`src/design/capture_pkg.sv`:
```
package capture_pkg;

   // ------------------------------------------------------------------------
   // widths and sizes
   // ------------------------------------------------------------------------
   localparam int AXNUM       = 24;   // antennae, one bit each per sample
   localparam int ADR_BITS    = 19;   // SDRAM word address
   localparam int TAG_BITS    = 8;    // sequence tag in the top byte
   localparam int BUF_DEPTH   = 16;   // FIFO words
   localparam int BUF_ABITS   = 4;    // FIFO pointer width
   localparam int CAPTURE_LEN = 64;   // strobes offered per capture

   // wide enough to hold CAPTURE_LEN
   localparam int CNT_BITS    = $clog2(CAPTURE_LEN) + 1;

   // ------------------------------------------------------------------------
   // vector types
   // ------------------------------------------------------------------------
   typedef logic [AXNUM-1:0]          sample_t;
   typedef logic [TAG_BITS+AXNUM-1:0] word_t;   // tag above sample, 32 bits
   typedef logic [ADR_BITS-1:0]       adr_t;
   typedef logic [TAG_BITS-1:0]       tag_t;

   // capture sequencer states
   typedef enum logic [2:0] {
      ST_IDLE  = 3'd0,   // waiting for a start
      ST_FILL  = 3'd1,   // sample window open
      ST_DRAIN = 3'd2,   // window closed, flushing to SDRAM
      ST_DONE  = 3'd3    // waiting for the host acknowledge
   } cap_state_t;

endpackage

```
`src/design/sample_buffer.sv`:
```
`timescale 1ns/1ps

module sample_buffer (
   input  logic                 clock_x,
   input  logic                 rst_n_i,
   input  logic                 clear_i,       // start of a new capture
   input  logic                 wr_en_i,       // offered strobe inside the window
   input  capture_pkg::sample_t sample_i,
   output capture_pkg::word_t   word_o,
   output logic                 word_valid_o,
   input  logic                 word_ready_i,
   output logic                 empty_o,
   output logic                 overflow_o     // sticky until the next clear
);
   import capture_pkg::*;

   word_t                mem [BUF_DEPTH];
   logic [BUF_ABITS-1:0] wr_ptr_q;
   logic [BUF_ABITS-1:0] rd_ptr_q;
   logic [BUF_ABITS:0]   count_q;         // one extra bit to tell full from empty
   tag_t                 tag_q;
   logic                 full;
   logic                 push;
   logic                 pop;

   // ------------------------------------------------------------------------
   // status and handshake
   // ------------------------------------------------------------------------
   assign full         = (count_q == (BUF_ABITS+1)'(BUF_DEPTH));
   assign empty_o      = (count_q == '0);
   assign word_valid_o = !empty_o;
   assign word_o       = mem[rd_ptr_q];       // head of queue, async read

   assign push = wr_en_i && !full;            // a full buffer drops the sample
   assign pop  = word_valid_o && word_ready_i;

   // ------------------------------------------------------------------------
   // storage, no reset on the array
   // ------------------------------------------------------------------------
   always_ff @(posedge clock_x) begin
      if (push) begin
         mem[wr_ptr_q] <= {tag_q, sample_i};   // tag sits above the sample
      end
   end

   // ------------------------------------------------------------------------
   // pointers, count, tag and overflow flag
   // ------------------------------------------------------------------------
   always_ff @(posedge clock_x) begin
      if (!rst_n_i) begin
         wr_ptr_q   <= '0;
         rd_ptr_q   <= '0;
         count_q    <= '0;
         tag_q      <= '0;
         overflow_o <= 1'b0;
      end else if (clear_i) begin
         wr_ptr_q   <= '0;
         rd_ptr_q   <= '0;
         count_q    <= '0;
         tag_q      <= '0;
         overflow_o <= 1'b0;
      end else begin
         // every offered strobe takes a tag, kept or not,
         // so a dropped sample leaves a gap downstream
         if (wr_en_i) begin
            tag_q <= tag_q + 1'b1;
         end
         if (wr_en_i && full) begin
            overflow_o <= 1'b1;
         end
         if (push) begin
            wr_ptr_q <= wr_ptr_q + 1'b1;      // wraps at BUF_DEPTH
         end
         if (pop) begin
            rd_ptr_q <= rd_ptr_q + 1'b1;
         end
         case ({push, pop})
            2'b10:   count_q <= count_q + 1'b1;
            2'b01:   count_q <= count_q - 1'b1;
            default: count_q <= count_q;       // both or neither
         endcase
      end
   end

endmodule

```
`src/design/capture_sequencer.sv`:
```
`timescale 1ns/1ps

module capture_sequencer (
   input  logic                    clock_x,
   input  logic                    rst_n_i,
   input  logic                    capture_i,    // start pulse
   input  logic                    request_i,    // host acknowledge
   input  logic                    strobe_i,     // raw sample strobe
   output logic                    wr_en_o,      // strobe gated by the window
   output logic                    clear_o,      // one cycle on a start
   output capture_pkg::adr_t       adr_o,
   output logic                    adr_valid_o,
   input  logic                    adr_ready_i,
   input  logic                    buf_empty_i,
   input  logic                    cmd_idle_i,   // issuer register empty
   output capture_pkg::cap_state_t state_o
);
   import capture_pkg::*;

   cap_state_t          state_q;
   cap_state_t          state_d;
   logic [CNT_BITS-1:0] strobe_cnt_q;   // strobes offered so far
   adr_t                adr_q;
   logic                start;
   logic                last_strobe;
   logic                adr_xfer;

   // ------------------------------------------------------------------------
   // window and handshake decode
   // ------------------------------------------------------------------------
   assign start       = capture_i && (state_q == ST_IDLE);   // ignored elsewhere
   assign clear_o     = start;
   assign wr_en_o     = strobe_i && (state_q == ST_FILL);
   assign last_strobe = wr_en_o && (strobe_cnt_q == CNT_BITS'(CAPTURE_LEN - 1));

   // addresses on offer while words may still arrive
   assign adr_valid_o = (state_q == ST_FILL) || (state_q == ST_DRAIN);
   assign adr_o       = adr_q;
   assign adr_xfer    = adr_valid_o && adr_ready_i;
   assign state_o     = state_q;

   // ------------------------------------------------------------------------
   // next state
   // ------------------------------------------------------------------------
   always_comb begin
      state_d = state_q;
      case (state_q)
         ST_IDLE: begin
            if (start) begin
               state_d = ST_FILL;
            end
         end
         ST_FILL: begin
            if (last_strobe) begin
               state_d = ST_DRAIN;              // window closes on the last strobe
            end
         end
         ST_DRAIN: begin
            if (buf_empty_i && cmd_idle_i) begin
               state_d = ST_DONE;               // nothing left in flight
            end
         end
         ST_DONE: begin
            if (request_i) begin
               state_d = ST_IDLE;
            end
         end
         default: state_d = ST_IDLE;           // unused encodings
      endcase
   end

   // ------------------------------------------------------------------------
   // state, strobe count and address counter
   // ------------------------------------------------------------------------
   always_ff @(posedge clock_x) begin
      if (!rst_n_i) begin
         state_q      <= ST_IDLE;
         strobe_cnt_q <= '0;
         adr_q        <= '0;
      end else begin
         state_q <= state_d;
         if (start) begin
            strobe_cnt_q <= '0;                 // every capture begins at 0
            adr_q        <= '0;
         end else begin
            if (wr_en_o) begin
               strobe_cnt_q <= strobe_cnt_q + 1'b1;
            end
            if (adr_xfer) begin
               adr_q <= adr_q + 1'b1;           // one word per address
            end
         end
      end
   end

endmodule

```
`src/design/mcb_command_issuer.sv`:
```
`timescale 1ns/1ps

module mcb_command_issuer (
   input  logic               clock_x,
   input  logic               rst_n_i,
   input  capture_pkg::word_t word_i,
   input  logic               word_valid_i,
   output logic               word_ready_o,
   input  capture_pkg::adr_t  adr_i,
   input  logic               adr_valid_i,
   output logic               adr_ready_o,
   output logic               mcb_ce_o,      // command valid
   input  logic               mcb_rdy_i,     // controller accepts
   output capture_pkg::adr_t  mcb_adr_o,
   output capture_pkg::word_t mcb_dat_o,
   output logic               cmd_idle_o
);
   import capture_pkg::*;

   adr_t  adr_q;
   word_t dat_q;
   logic  cmd_valid_q;
   logic  can_load;     // register empty or leaving this cycle
   logic  load;

   // ------------------------------------------------------------------------
   // join the word and address streams
   // ------------------------------------------------------------------------
   assign can_load = !cmd_valid_q || mcb_rdy_i;
   assign load     = word_valid_i && adr_valid_i && can_load;

   // each side is taken only together with the other
   assign word_ready_o = adr_valid_i && can_load;
   assign adr_ready_o  = word_valid_i && can_load;

   assign mcb_ce_o   = cmd_valid_q;
   assign mcb_adr_o  = adr_q;
   assign mcb_dat_o  = dat_q;
   assign cmd_idle_o = !cmd_valid_q;

   // payload, held while stalled
   always_ff @(posedge clock_x) begin
      if (load) begin
         adr_q <= adr_i;
         dat_q <= word_i;
      end
   end

   // valid flag, refilled in the same cycle as an accept
   always_ff @(posedge clock_x) begin
      if (!rst_n_i) begin
         cmd_valid_q <= 1'b0;
      end else if (load) begin
         cmd_valid_q <= 1'b1;
      end else if (mcb_rdy_i) begin
         cmd_valid_q <= 1'b0;                   // accepted, nothing behind it
      end
   end

endmodule

```
`src/design/raw_capture.sv`:
```
`timescale 1ns/1ps

module raw_capture (
   input  logic                    clock_x,     // sample clock
   input  logic                    rst_n_i,
   input  logic                    capture_i,   // start, honored in ST_IDLE
   input  logic                    request_i,   // ack, honored in ST_DONE
   input  logic                    strobe_i,    // new sample
   input  capture_pkg::sample_t    signal_i,    // one bit per antenna
   output logic                    mcb_ce_o,
   input  logic                    mcb_rdy_i,
   output capture_pkg::adr_t       mcb_adr_o,
   output capture_pkg::word_t      mcb_dat_o,
   output logic                    overflow_o,
   output capture_pkg::cap_state_t state_o
);
   import capture_pkg::*;

   // ------------------------------------------------------------------------
   // internal wiring
   // ------------------------------------------------------------------------
   logic  wr_en;
   logic  clear;
   word_t word;
   logic  word_valid;
   logic  word_ready;
   adr_t  adr;
   logic  adr_valid;
   logic  adr_ready;
   logic  buf_empty;
   logic  cmd_idle;

   // tags samples and rides out memory stalls
   sample_buffer u_buffer (
      .clock_x      (clock_x),
      .rst_n_i      (rst_n_i),
      .clear_i      (clear),
      .wr_en_i      (wr_en),
      .sample_i     (signal_i),
      .word_o       (word),
      .word_valid_o (word_valid),
      .word_ready_i (word_ready),
      .empty_o      (buf_empty),
      .overflow_o   (overflow_o)
   );

   // capture window and addresses
   capture_sequencer u_sequencer (
      .clock_x     (clock_x),
      .rst_n_i     (rst_n_i),
      .capture_i   (capture_i),
      .request_i   (request_i),
      .strobe_i    (strobe_i),
      .wr_en_o     (wr_en),
      .clear_o     (clear),
      .adr_o       (adr),
      .adr_valid_o (adr_valid),
      .adr_ready_i (adr_ready),
      .buf_empty_i (buf_empty),
      .cmd_idle_i  (cmd_idle),
      .state_o     (state_o)
   );

   // word plus address into one MCB write
   mcb_command_issuer u_issuer (
      .clock_x      (clock_x),
      .rst_n_i      (rst_n_i),
      .word_i       (word),
      .word_valid_i (word_valid),
      .word_ready_o (word_ready),
      .adr_i        (adr),
      .adr_valid_i  (adr_valid),
      .adr_ready_o  (adr_ready),
      .mcb_ce_o     (mcb_ce_o),
      .mcb_rdy_i    (mcb_rdy_i),
      .mcb_adr_o    (mcb_adr_o),
      .mcb_dat_o    (mcb_dat_o),
      .cmd_idle_o   (cmd_idle)
   );

endmodule

```
`config.mk`:
```
export PLATFORM = sky130hd
export DESIGN_NAME = raw_capture
export DESIGN_NICKNAME = d
export VERILOG_FILES = /design/src/design/capture_pkg.sv /design/src/design/sample_buffer.sv /design/src/design/capture_sequencer.sv /design/src/design/mcb_command_issuer.sv /design/src/design/raw_capture.sv
export SDC_FILE = /design/constraint.sdc
export NUM_CORES = 1
export LEC_CHECK = 0
export BUFFER_PORTS_ARGS = -buffer_cell sky130_fd_sc_hd__buf_2
export CAP_MARGIN = 15
export CORE_ASPECT_RATIO = 1.5
export CORE_MARGIN = 2
export CORE_UTILIZATION = 45
export CTS_BUF_LIST = sky130_fd_sc_hd__clkbuf_4
export CTS_CLUSTER_SIZE = 40
export DETAILED_ROUTE_END_ITERATION = 12
export GPL_TIMING_DRIVEN = 0
export PLACE_DENSITY = 0.72
export REMOVE_ABC_BUFFERS = 1
export SLEW_MARGIN = 10
export SYNTH_ARGS = -nofsm -noshare
export SYNTH_HDL_FRONTEND = slang
export SYNTH_SLANG_ARGS = --single-unit
```
`constraint.sdc`:
```
create_clock -name clock_x -period 7.2 [get_ports clock_x]
set_input_delay 0.36 -clock clock_x [delete_from_list [all_inputs] [get_ports clock_x]]
set_output_delay 0.36 -clock clock_x [all_outputs]
set_load 0.01 [all_outputs]
```
==> run metrics <==
FP Rows=just over 100; Post-synth ARST share=0; port bufs=84; largest area contributor in the netlist=edfxtp_1; CP Capture Type=flop; final hold vios=0; Syn Std Cell Area=23500 um^2; RSZ-0062 raised after global routing=no; Worst-Margin Slew=0.902 ns; Synth warnings=0; buffer count from post-CTS setup fixing=0; P_leak=8.75 nW; final worst path period share=0.479; WL/cell=roughly 23 um; first-pass GRT wire length=74500 um; Reg clk slew, reported paths=0.07 ns; synthesis-to-finish area growth=16.6%; peak supply drop=208 uV; crit path kind=reg2reg; Die Footprint=54100 um^2; post-route ant nets=0; Clock Path Buffers=3; later-pin clock latency in the skew report=~0.85 ns; DRC=0; Vias/cell=5.53; Final Critical Period=~3.4 ns; maximum clock rate=between 200 and 300 MHz; ranking of synthesized cells by area=edfxtp_1 72%, mux4_2 15%, dfxtp_1 4.3%, ha_1 0.85%, buf_6 0.67%; HP Class=in2reg; Die Y-Extent=284 um; Slew Viols, Final=0; Yosys cell types=52; CP Max Fanout=17; Crit path top cell by count=ha_1; vias in the first global route=between 10000 and 15000; fin util=0.530; Worst Skew=0.0542 ns; endpoints failing setup=0; Core Footprint=roughly 52000 um^2; most frequent cells after synthesis=563 x edfxtp_1, 160 x mux4_2, 51 x dfxtp_1, 38 x nor2_1, 31 x nand2_1; CP Launch Type=flop; CTS H-tree depth=4; DR iter-0 viols=905; Fin Setup TNS=0 ns; largest net degree at the start of global routing=55; number of synthesized flops with an enable pin=between 500 and 600; post-DP HPWL=28700 um; # fillers=3986; nets@finish=1378; most frequent cell after synthesis=edfxtp_1; status=finished clean; syn_area_per_cell=21.6 um^2; number of CTS-inserted buffers=145; Pwr Density=between 200 and 300 nW/um^2; RD Place Congestion=0.713; Cell Chain, Critical Path=or4_4 -> o211ai_4 -> inv_1 -> ha_1 -> xor2_1 -> ha_1 -> a21o_1 -> o311ai_0 -> a2111o_1 -> nand3_1; router iterations before antenna repair=5; register area share after synthesis=0.763; die width=~190 um; synthesized instance count=1086; initial antenna violation count=2; share of cells above drive strength 1=0.377; relative slew slack=0.393; crit-path max cell delay=roughly 0.6 ns; Arr. time, crit path=approximately 4.2 ns; Slowest cell on crit path=or4_4; GRT Total Usage=0.186; #FFs+latches synth=614; TritonCTS clock tree=yes; Max Cap Viol=0; ys flop type=edfxtp_1; via count=11738; Initial Util=0.455; CTS Sinks=614; I/O pins=86; routed wire length=48400 um; CP Data Required Time=7.90 ns; Root Driver=clkbuf_4; post-synth top area share=0.719; gr ovfl total=0
[power by group]
group / switching, W / total (W) / internal [W]
Clock: 0.00135 / 0.00278 / 0.00143
Combinational: 0.000292 / 0.000529 / 0.000237
Sequential: 0.0000404 / 0.00401 / 0.00397
Total: 0.00168 / 0.00733 / 0.00564
[state kept, by name, summed over array words and instances, names as in the netlist]
register                  flops
u_buffer.count_q              5
u_buffer.mem                512
u_buffer.overflow_o           1
u_buffer.rd_ptr_q             4
u_buffer.tag_q                8
u_buffer.wr_ptr_q             4
u_issuer.mcb_adr_o           19
u_issuer.mcb_ce_o             1
u_issuer.mcb_dat_o           32
u_sequencer.adr_o            19
u_sequencer.state_o           2
u_sequencer.strobe_cnt_q      7
[worst paths after layout]
check	depth (start not counted)	to	slack [ns]	from
setup reg to reg	10	u_buffer.count_q[4]	3.75	u_buffer.count_q[2]
hold reg to reg	0	u_issuer.mcb_adr_o[18]	0.46	u_sequencer.adr_o[18]
setup / recovery	10	u_buffer.count_q[4]	3.75	u_buffer.count_q[2]
hold / removal	3	u_issuer.mcb_ce_o	0.12	mcb_rdy_i
[worst max-delay path: cells and delay by family, from the launching register on]
kind | cells | cell delay, ns
compound gates | 4 | 1.36
simple gates | 2 | 0.66
fa+ha+maj | 2 | 0.57
flops | 1 | 0.40
xor+xnor | 1 | 0.18
buf+inv | 1 | 0.14
[final cells by class]
cell class	count	area, um^2	share of cell area
Sequential cell	614	17900	0.654
Multi-Input combinational cell	406	5320	0.194
Clock buffer	211	1580	0.0578
Timing Repair Buffer	154	1390	0.0507
Tap cell	676	846	0.0308
Clock inverter	48	287	0.0104
Inverter	11	43.8	0.00160
Antenna cell	1	2.50	0.0000913
[logic make-up (layout without fill, tap and decap cells)]
family,count (synthesis),count (layout),share of synthesized area
xor+xnor,22,22,0.00820
simple gates,141,141,0.0303
fa+ha+maj,16,16,0.00852
other cells,1,2,0.000160
mux,172,172,0.158
compound gates,54,54,0.0162
buf+inv,66,424,0.0156
flops,614,614,0.763
[per-stage QoR]
stage          hold WS [ns]  total power, W  instance area (um^2)  cells  setup WS (ns)
5_1_grt               0.134         0.00763                 27400   2121           3.51
3_3_place_gp          0.436         0.00460                 24400   1791          -1.99
4_1_cts              0.0620         0.00743                 27400   2120           3.78
6_report              0.115         0.00733                 27400   2121           3.75
3_5_place_dp          0.458         0.00461                 25200   1831           3.79
2_1_floorplan         0.421         0.00442                 23200   1031          0.455
[layout by cell type (no fill, tap or decap), drive strengths merged, types with 18 or more instances in the layout]
| cell type | instances |
|---|---|
| edfxtp | 563 |
| inv | 18 |
| clkbuf | 211 |
| dlygate4sd3 | 30 |
| mux4 | 160 |
| dfxtp | 51 |
| nor2 | 38 |
| nand2 | 31 |
| buf | 124 |
| clkinv | 36 |
[per-layer routing]
metal	GRT usage	vias up	wire length (um)
met5	0	-	13
met1	0.227	6080	18000
li1	-	5103	-
met2	0.328	472	26300
met4	0.0643	2	967
met3	0.0375	81	3080
[timing repair]
| action | CTS | global route |
|---|---|---|
| hold buffers | 30 | 0 |
| resized for setup | 0 | 0 |
| endpoints found under the hold margin | 392 | 0 |
(Power assumes the default switching activity.)
